## config.mk

```make
export PLATFORM = sky130hd
export DESIGN_NAME = calculator
export DESIGN_NICKNAME = d
export VERILOG_FILES = /design/src/common/calc_pkg.sv /design/src/entry/digit_entry.sv /design/src/entry/operator_entry.sv /design/src/rtl/term_accumulator.sv /design/src/rtl/result_bcd.sv /design/src/rtl/calculator.sv
export SDC_FILE = /design/constraint.sdc
export NUM_CORES = 2
export LEC_CHECK = 0
export BUFFER_PORTS_ARGS = -buffer_cell sky130_fd_sc_hd__buf_2
export CAP_MARGIN = 15
export CORE_UTILIZATION = 45
export DETAILED_ROUTE_END_ITERATION = 12
export GPL_TIMING_DRIVEN = 1
export HOLD_SLACK_MARGIN = 0.1
export PLACE_DENSITY = 0.62
export RECOVER_POWER = 100
export SYNTH_ARGS = -nofsm -noshare
export SYNTH_HDL_FRONTEND = slang
export SYNTH_SLANG_ARGS = --single-unit
```

## constraint.sdc

```tcl
create_clock -name rst -period 81 [get_ports rst]
set_input_delay 8.1 -clock rst [delete_from_list [all_inputs] [get_ports rst]]
set_output_delay 8.1 -clock rst [all_outputs]
set_load 0.005 [all_outputs]
```

## src/common/calc_pkg.sv

```systemverilog
package calc_pkg;

    localparam int DATA_W     = 32;
    localparam int BCD_DIGITS = 10;
    localparam int NUM_DIGITS = 10;
    localparam int DIGIT_W    = $clog2(NUM_DIGITS);
    localparam int CNT_W      = $clog2(DATA_W + 1);  // conversion step counter
    localparam int OP_W       = 3;

    localparam logic [OP_W-1:0] OP_ADD = 3'd0;
    localparam logic [OP_W-1:0] OP_SUB = 3'd1;
    localparam logic [OP_W-1:0] OP_MUL = 3'd2;
    localparam logic [OP_W-1:0] OP_DIV = 3'd3;
    localparam logic [OP_W-1:0] OP_EQU = 3'd4;

    // expression FSM states
    localparam int              ST_W        = 2;
    localparam logic [ST_W-1:0] ST_IDLE     = 2'd0;
    localparam logic [ST_W-1:0] ST_OPERAND  = 2'd1;
    localparam logic [ST_W-1:0] ST_OPERATOR = 2'd2;
    localparam logic [ST_W-1:0] ST_DONE     = 2'd3;

    // index is the digit
    localparam logic [NUM_DIGITS-1:0][7:0] SEG_PATTERNS = {
        8'b1111_0110,  // 9
        8'b1111_1110,  // 8
        8'b1110_0000,  // 7
        8'b1011_1110,  // 6
        8'b1011_0110,  // 5
        8'b0110_0110,  // 4
        8'b1111_0010,  // 3
        8'b1101_1010,  // 2
        8'b0110_0000,  // 1
        8'b1111_1100   // 0
    };
    localparam logic [7:0] SEG_BLANK = 8'b0000_0000;

    localparam logic [7:0] LED_NEG = 8'b1000_0000;
    localparam logic [7:0] LED_ADD = 8'b0100_0000;
    localparam logic [7:0] LED_SUB = 8'b0010_0000;
    localparam logic [7:0] LED_MUL = 8'b0001_0000;
    localparam logic [7:0] LED_DIV = 8'b0000_1000;
    localparam logic [7:0] LED_EQU = 8'b0000_0001;

endpackage

```

## src/entry/digit_entry.sv

```systemverilog
module digit_entry (
    input  logic                            rst,
    input  logic                            clk_100hz,
    input  logic [calc_pkg::NUM_DIGITS-1:0] digit_key,
    input  logic                            neg_key,
    input  logic                            term_clear,
    output logic                            digit_stb,
    output logic [calc_pkg::DATA_W-1:0]     term_mag,
    output logic                            term_neg,
    output logic [7:0]                      seg
);

    logic [calc_pkg::NUM_DIGITS:0]  key_q1;  // minus key on top bit
    logic [calc_pkg::NUM_DIGITS:0]  key_q2;
    logic                           key_rise;
    logic                           pick_neg;
    logic [calc_pkg::DIGIT_W-1:0]   pick_digit;
    logic [calc_pkg::DIGIT_W-1:0]   last_digit;
    logic                           last_hit;  // last strobe was a digit

    assign key_rise = (|key_q1) && !(|key_q2);

    // lowest index wins, minus only when no digit is down
    always_comb
    begin
        pick_digit = '0;
        pick_neg   = 1'b1;
        for (int i = calc_pkg::NUM_DIGITS - 1; i >= 0; i--)
        begin
            if (key_q1[i])
            begin
                pick_digit = calc_pkg::DIGIT_W'(i);
                pick_neg   = 1'b0;
            end
        end
    end

    always_ff @(posedge rst or posedge clk_100hz)
    begin
        if (clk_100hz)
        begin
            key_q1    <= '0;
            key_q2    <= '0;
            digit_stb <= 1'b0;
            term_mag  <= '0;
            term_neg  <= 1'b0;
            last_hit  <= 1'b0;
            seg       <= calc_pkg::SEG_BLANK;
        end
        else
        begin
            key_q1    <= {neg_key, digit_key};
            key_q2    <= key_q1;
            digit_stb <= key_rise;
            if (term_clear)
            begin
                term_mag <= '0;
                term_neg <= 1'b0;
            end
            else if (key_rise)
            begin
                if (pick_neg)
                    term_neg <= 1'b1;
                else  // x10 plus the new digit, wraps
                    term_mag <= (term_mag << 3) + (term_mag << 1)
                              + {{(calc_pkg::DATA_W - calc_pkg::DIGIT_W){1'b0}}, pick_digit};
            end
            if (key_rise)
                last_hit <= !pick_neg;
            if (digit_stb && last_hit)
                seg <= calc_pkg::SEG_PATTERNS[last_digit];
        end
    end

    always_ff @(posedge rst)
    begin
        if (key_rise)
            last_digit <= pick_digit;
    end

endmodule

```

## src/entry/operator_entry.sv

```systemverilog
module operator_entry (
    input  logic                        rst,
    input  logic                        clk_100hz,
    input  logic                        add_key,
    input  logic                        sub_key,
    input  logic                        mul_key,
    input  logic                        div_key,
    input  logic                        equ_key,
    output logic                        op_stb,
    output logic [calc_pkg::OP_W-1:0]   op_code,
    output logic [7:0]                  led
);

    logic [4:0]                 key_q1;  // add on bit 0
    logic [4:0]                 key_q2;
    logic                       key_rise;
    logic [calc_pkg::OP_W-1:0]  pick_op;
    logic [7:0]                 led_pat;

    assign key_rise = (|key_q1) && !(|key_q2);

    always_comb
    begin
        if (key_q1[0])
            pick_op = calc_pkg::OP_ADD;
        else if (key_q1[1])
            pick_op = calc_pkg::OP_SUB;
        else if (key_q1[2])
            pick_op = calc_pkg::OP_MUL;
        else if (key_q1[3])
            pick_op = calc_pkg::OP_DIV;
        else
            pick_op = calc_pkg::OP_EQU;
    end

    always_comb
    begin
        case (op_code)
            calc_pkg::OP_ADD: led_pat = calc_pkg::LED_ADD;
            calc_pkg::OP_SUB: led_pat = calc_pkg::LED_SUB;
            calc_pkg::OP_MUL: led_pat = calc_pkg::LED_MUL;
            calc_pkg::OP_DIV: led_pat = calc_pkg::LED_DIV;
            calc_pkg::OP_EQU: led_pat = calc_pkg::LED_EQU;
            default:          led_pat = 8'h00;
        endcase
    end

    always_ff @(posedge rst or posedge clk_100hz)
    begin
        if (clk_100hz)
        begin
            key_q1 <= '0;
            key_q2 <= '0;
            op_stb <= 1'b0;
            led    <= 8'h00;
        end
        else
        begin
            key_q1 <= {equ_key, div_key, mul_key, sub_key, add_key};
            key_q2 <= key_q1;
            op_stb <= key_rise;
            if (op_stb)
                led <= led_pat;  // one cycle behind the strobe
        end
    end

    always_ff @(posedge rst)
    begin
        if (key_rise)
            op_code <= pick_op;
    end

endmodule

```

## src/rtl/term_accumulator.sv

```systemverilog
module term_accumulator (
    input  logic                        rst,
    input  logic                        clk_100hz,
    input  logic                        digit_stb,
    input  logic                        op_stb,
    input  logic [calc_pkg::OP_W-1:0]   op_code,
    input  logic [calc_pkg::DATA_W-1:0] term_mag,
    input  logic                        term_neg,
    output logic                        term_clear,
    output logic                        conv_start,
    output logic [calc_pkg::DATA_W-1:0] acc_value
);

    logic [calc_pkg::ST_W-1:0]          state;
    logic [calc_pkg::OP_W-1:0]          pend_op;  // operator waiting for its right term
    logic signed [calc_pkg::DATA_W-1:0] acc;
    logic signed [calc_pkg::DATA_W-1:0] term_s;
    logic signed [calc_pkg::DATA_W-1:0] alu;

    assign acc_value = acc;
    assign term_s    = term_neg ? -$signed(term_mag) : $signed(term_mag);

    // left to right, no precedence
    always_comb
    begin
        case (pend_op)
            calc_pkg::OP_ADD: alu = acc + term_s;
            calc_pkg::OP_SUB: alu = acc - term_s;
            calc_pkg::OP_MUL: alu = acc * term_s;
            calc_pkg::OP_DIV:
            begin
                if (term_s == '0)
                    alu = '0;  // x / 0 reads as 0
                else
                    alu = acc / term_s;  // truncates toward zero
            end
            default:          alu = term_s;
        endcase
    end

    always_ff @(posedge rst or posedge clk_100hz)
    begin
        if (clk_100hz)
        begin
            state      <= calc_pkg::ST_IDLE;
            pend_op    <= calc_pkg::OP_ADD;
            acc        <= '0;
            term_clear <= 1'b0;
            conv_start <= 1'b0;
        end
        else
        begin
            term_clear <= 1'b0;
            conv_start <= term_clear && (state == calc_pkg::ST_DONE);
            case (state)
                calc_pkg::ST_IDLE, calc_pkg::ST_DONE:
                begin
                    if (digit_stb)
                    begin
                        acc     <= '0;  // fresh expression
                        pend_op <= calc_pkg::OP_ADD;
                        state   <= calc_pkg::ST_OPERAND;
                    end
                end
                calc_pkg::ST_OPERAND:
                begin
                    if (op_stb)
                    begin
                        acc        <= alu;
                        term_clear <= 1'b1;
                        if (op_code == calc_pkg::OP_EQU)
                            state <= calc_pkg::ST_DONE;
                        else
                        begin
                            pend_op <= op_code;
                            state   <= calc_pkg::ST_OPERATOR;
                        end
                    end
                end
                calc_pkg::ST_OPERATOR:
                begin
                    if (digit_stb)
                        state <= calc_pkg::ST_OPERAND;
                end
                default: state <= calc_pkg::ST_IDLE;
            endcase
        end
    end

endmodule

```

## src/rtl/result_bcd.sv

```systemverilog
module result_bcd (
    input  logic                              rst,
    input  logic                              clk_100hz,
    input  logic                              conv_start,
    input  logic [calc_pkg::DATA_W-1:0]       acc_value,
    output logic [4*calc_pkg::BCD_DIGITS-1:0] result_bcd,
    output logic                              result_neg,
    output logic                              result_valid
);

    logic [calc_pkg::CNT_W-1:0]          step_cnt;  // shifts still to do
    logic                                sign_q;
    logic [calc_pkg::DATA_W-1:0]         mag_work;
    logic [4*calc_pkg::BCD_DIGITS-1:0]   bcd_work;
    logic [4*calc_pkg::BCD_DIGITS-1:0]   bcd_adj;
    logic [4*calc_pkg::BCD_DIGITS-1:0]   bcd_next;

    // add 3 to every digit of 5 or more, then shift in the next bit
    always_comb
    begin
        bcd_adj = bcd_work;
        for (int i = 0; i < calc_pkg::BCD_DIGITS; i++)
        begin
            if (bcd_adj[4*i +: 4] >= 4'd5)
                bcd_adj[4*i +: 4] = bcd_adj[4*i +: 4] + 4'd3;
        end
        bcd_next = {bcd_adj[4*calc_pkg::BCD_DIGITS-2:0], mag_work[calc_pkg::DATA_W-1]};
    end

    always_ff @(posedge rst or posedge clk_100hz)
    begin
        if (clk_100hz)
        begin
            step_cnt     <= '0;
            result_bcd   <= '0;
            result_neg   <= 1'b0;
            result_valid <= 1'b0;
        end
        else
        begin
            result_valid <= 1'b0;
            if (conv_start)
                step_cnt <= calc_pkg::CNT_W'(calc_pkg::DATA_W);
            else if (step_cnt != '0)
            begin
                step_cnt <= step_cnt - 1'b1;
                if (step_cnt == 1)  // last shift
                begin
                    result_bcd   <= bcd_next;
                    result_neg   <= sign_q;
                    result_valid <= 1'b1;
                end
            end
        end
    end

    always_ff @(posedge rst)
    begin
        if (conv_start)
        begin
            sign_q   <= acc_value[calc_pkg::DATA_W-1];
            mag_work <= acc_value[calc_pkg::DATA_W-1] ? -acc_value : acc_value;  // 2^31 stays 2^31
            bcd_work <= '0;
        end
        else if (step_cnt != '0)
        begin
            mag_work <= mag_work << 1;
            bcd_work <= bcd_next;
        end
    end

endmodule

```

## src/rtl/calculator.sv

```systemverilog
module calculator (
    input  logic                                 rst,
    input  logic                                 clk_100hz,
    input  logic [calc_pkg::NUM_DIGITS-1:0]      digit_key,
    input  logic                                 neg_key,
    input  logic                                 add_key,
    input  logic                                 sub_key,
    input  logic                                 mul_key,
    input  logic                                 div_key,
    input  logic                                 equ_key,
    output logic [7:0]                           seg,
    output logic [7:0]                           led,
    output logic [4*calc_pkg::BCD_DIGITS-1:0]    result_bcd,
    output logic                                 result_neg,
    output logic                                 result_valid
);

    logic                          digit_stb;
    logic [calc_pkg::DATA_W-1:0]   term_mag;
    logic                          term_neg;
    logic                          term_clear;
    logic                          op_stb;
    logic [calc_pkg::OP_W-1:0]     op_code;
    logic [7:0]                    op_led;
    logic                          conv_start;
    logic [calc_pkg::DATA_W-1:0]   acc_value;

    assign led = op_led | (term_neg ? calc_pkg::LED_NEG : 8'h00);  // minus lamp on top bit

    digit_entry u_digit_entry (
        .rst        (rst),
        .clk_100hz  (clk_100hz),
        .digit_key  (digit_key),
        .neg_key    (neg_key),
        .term_clear (term_clear),
        .digit_stb  (digit_stb),
        .term_mag   (term_mag),
        .term_neg   (term_neg),
        .seg        (seg)
    );

    operator_entry u_operator_entry (
        .rst       (rst),
        .clk_100hz (clk_100hz),
        .add_key   (add_key),
        .sub_key   (sub_key),
        .mul_key   (mul_key),
        .div_key   (div_key),
        .equ_key   (equ_key),
        .op_stb    (op_stb),
        .op_code   (op_code),
        .led       (op_led)
    );

    term_accumulator u_term_accumulator (
        .rst        (rst),
        .clk_100hz  (clk_100hz),
        .digit_stb  (digit_stb),
        .op_stb     (op_stb),
        .op_code    (op_code),
        .term_mag   (term_mag),
        .term_neg   (term_neg),
        .term_clear (term_clear),
        .conv_start (conv_start),
        .acc_value  (acc_value)
    );

    result_bcd u_result_bcd (
        .rst          (rst),
        .clk_100hz    (clk_100hz),
        .conv_start   (conv_start),
        .acc_value    (acc_value),
        .result_bcd   (result_bcd),
        .result_neg   (result_neg),
        .result_valid (result_valid)
    );

endmodule

```

# Word-level counts from Yosys, hierarchy flattened
# Memory sizes are Yosys's and may differ from the RTL's. A register that Yosys moved wholly into a read port is not among the register bits.
# Cells that the tools add are included.
totals:
  mem_count: 1
  ff_bits: 243
  input_bits: 18
  mem_bits_ro: 128
  out_inout_bits: 58
  wordCells: 169
op_classes:
  n_eq_ne: 16
  mul: 1
  n_div: 1
  add_sub_neg: 17
  reduce_logical: 30
  bitwise_logic: 2
  muxes: 65
  magnitude_cmp: 10
mem_list:
  columns: ["memory", "depth", "width", "read_ports", "rd_ports_with_merged_regs", "wr", "line_no", "text"]
  rows:
  - ["(no name shown)", 16, 8, 1, 1, 0, "digit_entry.sv:71", "seg <= calc_pkg::SEG_PATTERNS[last_digit];"]
op_table:
  columns: ["op", "n"]
  rows:
  - ["$mux 32", 10]
  - ["$pmux 32 s4", 1]
  - ["$mux 4", 19]
  - ["$add 32x32->32", 2]
  - ["$neg 32->32", 2]
  - ["$pmux 32 s2", 1]
  - ["$ge 4x3->1 const B", 10]
  - ["$add 4x2->4 const B", 9]
  - ["$pmux 7 s5", 1]
  - ["$add 32x4->32", 1]
  - ["$div 32x32->32", 1]
  - ["$logic_not 32->1", 1]
  - ["$mul 32x32->32", 1]
  - ["$sub 32x32->32", 1]
  - ["$reduce_or 11->1", 2]
  - ["$mux 1", 20]
  - ["$mux 3", 5]
  - ["$eq 3x2->1 const B", 4]
  - ["$mux 6", 2]
  - ["$reduce_or 5->1", 2]
  - ["$mux 8", 1]
  - ["$or 8x8->8", 1]
  - ["$reduce_bool 2->1", 4]
  - ["$eq 3x1->1 const B", 2]
  - ["22 further kinds", 39]

# Longest topological paths before layout
logic_depth:
  word_depth: 14
  ltp_mapped: 449
  mapped_depth_nobuf: 415

# Cells and area by module
# Synthesis repeated with hierarchy kept, for this count alone.
unflattened:
  hier_cells: 8226
  area_unflattened_um2: 62872.8
by_module_without_submodules:
  columns: ["module", "cells_each", "area_per_inst_um2", "instances"]
  rows:
  - ["term_accumulator", 7051, 51346.7, 1]
  - ["result_bcd", 625, 6134.6, 1]
  - ["digit_entry", 501, 4725.8, 1]
  - ["operator_entry", 48, 659.4, 1]
  - ["calculator", 1, 6.3, 1]

# Worst setup path after synthesis
# OpenSTA, ideal clock, no wires.
synth_timing:
  path_type: "register -> register"
  startpoint: "register u_digit_entry.term_mag[0] in the netlist's numbering"
  endpoint: "register u_term_accumulator.acc (netlist bit u_term_accumulator.acc_value[30])"
  setup_slack_ns: -4.210
  path_stages_with_launch: 419
  n_path_buf: 42
  arrival_ns: 85.089
  required_ns: 80.879
  cell_sequence: "dfrtp_1 clkbuf_1 clkbuf_1 inv_1 ha_1 xnor2_1 o41ai_1 nand4b_2 a2111oi_2 a21oi_1 xnor2_1 o211ai_1 nor4_1 nand4_1 nor3_2 a31oi_1 a31oi_1 ha_1 [... 383 more ...] a21o_1 a21o_1 a21oi_1 nor2b_1 o21ai_0 a21o_1 a21oi_1 a31oi_1 o21ai_0 inv_1 ha_1 o211ai_1 nor3_1 a41oi_1 xor2_1 a21oi_1 o221ai_1 a22o_1"
synth_between:
  elab_chain_len: 7
  word_cells_on_any_way: 11
synth_rtl:
  columns: ["element", "line_no", "text"]
  rows:
  - ["start: declaration", "digit_entry.sv:8", "output logic [calc_pkg::DATA_W-1:0] term_mag,"]
  - ["start signal: assignment", "digit_entry.sv:65", "term_mag <= (term_mag << 3) + (term_mag << 1)"]
  - ["$neg 32->32", "term_accumulator.sv:21", "assign term_s = term_neg ? -$signed(term_mag) : $signed(term_mag);"]
  - ["$mux 32 *", "term_accumulator.sv:21", null]
  - ["$div 32x32->32 or $logic_not 32->1 (tied branches)", "term_accumulator.sv:35, term_accumulator.sv:32", null]
  - ["$mux 32", "term_accumulator.sv:32", "if (term_s == '0)"]
  - ["$pmux 32 s4 *", "term_accumulator.sv:26", "case (pend_op)"]
  - ["$mux 32 *", "term_accumulator.sv:67", "if (op_stb)"]
  - ["$pmux 32 s2 *", "term_accumulator.sv:55", "case (state)"]
  - ["end signal: assignment", "term_accumulator.sv:69", "acc <= alu;"]
  - ["end: declaration", "term_accumulator.sv:16", "logic signed [calc_pkg::DATA_W-1:0] acc;"]
# Mark *: on every way between the ends. The rest lies on a longest branch, timed or not. The select of a mux whose other input is x is not followed.
# A chain may end at the register's enable or synchronous reset.

# Worst setup path in the final report
layout_timing:
  startpoint: "register u_digit_entry.term_mag[3] in the netlist's numbering"
  endpoint: "register u_term_accumulator.acc (netlist bit u_term_accumulator.acc_value[31])"
# Same word-level chain as after synthesis.

==> run_results.csv <==
group,metric,value,unit
run_status,outcome,"finished, violations left",
run_status,violations,"max-capacitance violations, max-slew violations",
timing,finalMaxSlewViolations,429,
place,hpwl,187,mm
global_routing,grt_antenna_before_repair,7,
clocking,htreeDepth,2,
min_path,hold_path.startpoint,"u_digit_entry.key_q1[10]",
critical_path,cp-start-kind,"flop",
critical_path,reg2reg_from,"u_digit_entry.term_mag[3]",
floorplan,fp.dieArea,138000,um2
clocking,numCtsBuffers,35,
synth,synth-main-ff-cell,"dfrtp_1",
timing,finalSetupViolations,0,
critical_path,critPathBufInv,29,
synth,yosysWarningCount,0,
floorplan,core,135000,um2
route,ant_nets,0,
timing,finalCritPeriodShare,0.963,
clocking,cts_tree,"built",
timing,hold_viol,0,
clocking,cts-hold-fix-buffers,0,
min_path,worstHoldPathType,"reg -> reg",
floorplan,die_w,371,um
min_path,hold_path_end,"u_digit_entry.key_q2[10]",
route,routed_via_density,6.10,
route,dr.first_iter.drc_count,5711,
critical_path,cp_data_arrival_time,78510,ps
place,portBuffers,72,
global_routing,grt_pass1_vias,59400,
clocking,root_buffer,"clkbuf_16",
critical_path,crit_required,81500,ps
critical_path,crit_fanout,32,
global_routing,grtUsageTotal,0.339,
synth,syn_avg_cell_area,7.63,um2
synth,synth_edf_count,40,
critical_path,ff2ff_setup_slack,2990,ps
final_layout,nNetsFinal,9673,
route,drc_errors,0,
critical_path,rr_endpoint,"u_term_accumulator.acc_value[31]",
clocking,insertion_delay,630,ps
route,wl_per_cell,23.5,um
floorplan,die_h,371,um
timing,period_needed,78010,ps
timing,worst_pin_slew,5250,ps
route,totalWireLength,241,mm
global_routing,grt_pass1_wl,359,mm
floorplan,start_util,0.453,
clocking,clkTransAtPathRegs,60,ps
floorplan,num_io_pins,76,
critical_path,cpMaxStageDelayCell,"or4_4",
route,firstDrtPassIters,5,
synth,async_flop_share,0.676,
place,gp_congestion,1.05,
synth,synth.distinct_cells,115,
critical_path,rr_worst_depth,386,
final_layout,final_core_util,0.523,
floorplan,rows,135,
flow_run,drv_cap,9,
synth,synthCells,8023,
timing,slew_headroom,-2.50,
critical_path,cp-end-kind,"flop",
timing,clock.fmax,12.8,MHz
clocking,clock-sinks,247,
global_routing,overflow,0,
min_path,min_path_cells,0,
synth,synth_seq_cells,247,
critical_path,crit_path_frequent_cell,"o21a_1",
final_layout,final_common_cell,"nand2_1",
final_layout,most-common-layout-cells,"nand2_1, ha_1, inv_1, nor2_1, buf_4",
synth,ys_seq_area_frac,0.101,
final_layout,drive_gt1_frac,0.151,
clocking,cts_buffer_depth,3,
critical_path,crit_type,"reg -> reg",
route,vias,62500,
timing,finClkSkew,35.9,ps
synth,synthesis.area,61300,um2
critical_path,cp_top_family,"compound AO/OA/AOI/OAI gates",
critical_path,slowest_delay,600,ps
global_routing,grt_max_degree,106,
final_layout,area_growth,15.5,%
[flip-flops by register name (all words and copies together), names as in the netlist, 7 cells and up]
signal / count
u_result_bcd.bcd_work: 40
u_result_bcd.result_bcd: 40
u_digit_entry.term_mag: 32
u_result_bcd.mag_work: 32
u_term_accumulator.acc_value: 32
u_digit_entry.key_q1: 11
u_digit_entry.key_q2: 11
u_digit_entry.seg: 7
[stage by stage]
stage                     hold WS (ps)  setup TNS, ps  worst slack, ps  cell area, um2  cells
after detailed placement           373         -37360            -1930           67000  10100
after floorplan                    354              0             12.8           61500   8025
after CTS                          377              0             30.1           68500  10100
after global placement             358           -129             -116           67000  10100
final                              379              0             2990           70700  10300
after global routing               383         -15820             -842           70700  10200
[kinds of logic after synthesis]
logic type | after synthesis | synth area share
and+or+nand+nor | 2770 | 0.214
AOI/OAI and AO/OA | 1926 | 0.205
other | 1 | 0.0000612
DFF | 247 | 0.101
buffers and inverters | 1131 | 0.0712
adders and majority gates | 1215 | 0.299
xor gates and xnor gates | 585 | 0.0838
muxes | 148 | 0.0263
[how the worst max path moves through the flow]
stage | start | to | cells after the start
2_1_floorplan | u_digit_entry.term_mag[0] | u_term_accumulator.acc_value[30] | 431
3_3_place_gp | u_digit_entry.term_mag[1] | u_term_accumulator.acc_value[29] | 397
3_5_place_dp | u_digit_entry.term_mag[1] | u_term_accumulator.acc_value[29] | 391
4_1_cts | u_digit_entry.term_mag[6] | u_term_accumulator.acc_value[31] | 397
5_1_grt | u_digit_entry.term_mag[1] | u_term_accumulator.acc_value[12] | 409
6_report | u_digit_entry.term_mag[3] | u_term_accumulator.acc_value[31] | 386
[layer usage]
layer  up-vias  global-route usage  part of all wire
li1      28700                   -                 -
met2      2823               0.523              0.43
met3       659              0.0502             0.089
met1     30300               0.470              0.43
met4         2               0.138             0.049
met5         -                   0          0.000050
[worst reg2reg max path: cells and delay by family, from the launching register on]
family,cells,cell delay [ps]
DFF,1,450
buffers and inverters,29,5160
AOI/OAI and AO/OA,217,42610
adders and majority gates,31,9140
and+or+nand+nor,101,18050
xor gates and xnor gates,2,340
muxes,6,2070
[cells in the mapped netlist, types with 18 or more instances]
master,count,area (um2)
a31oi_1,93,582
o211ai_1,43,323
dfrtp_1,167,4180
fa_1,411,8230
a21oi_1,547,2740
nor2_1,682,2560
inv_1,781,2930
mux2i_1,46,460
nand4_1,65,407
nor3_1,270,1350
xnor2_1,419,3670
o21bai_1,29,218
o31a_1,19,166
nand2b_1,81,507
or4_1,19,143
xor2_1,165,1450
nand2_1,934,3510
o41ai_1,28,245
and2_1,144,901
and3_1,43,269
nor2b_1,119,744
o31ai_1,60,450
o21ai_0,387,1940
ha_1,804,10100
buf_2,37,185
buf_1,43,161
mux2_2,101,1140
a211o_1,19,166
or2_2,48,300
edfxtp_1,40,1200
o21a_1,189,1420
o21ai_1,19,95.1
a21o_1,145,1090
dfxtp_1,40,801
a41oi_1,23,201
clkbuf_1,252,946
nand3_1,125,626
a211oi_1,55,413
nor4_1,47,294
a21boi_0,27,203
nor3b_1,22,165
o221ai_1,18,158
or3_1,88,551
[cell type report]
class	instances	area, um2
Inverter	784	2950
Antenna cell	3	7.51
Multi-Input combinational cell	6649	52900
Timing Repair Buffer	723	5300
Fill cell	13100	64600
Clock inverter	18	180
Tap cell	1781	2230
Sequential cell	247	6190
Clock buffer	46	990
[repair_timing]
action | 4_1_cts | 5_1_grt
pin swaps | 8 | 184
gates cloned | 0 | 3
gates resized for setup | 51 | 336
setup endpoints to repair | 32 | 32
setup buffers | 11 | 107
endpoints found under the hold margin | 0 | 0
Power is left out: the tool's default activity adds up to more than one toggle a clock period on the data nets, which glitch-free logic cannot reach.
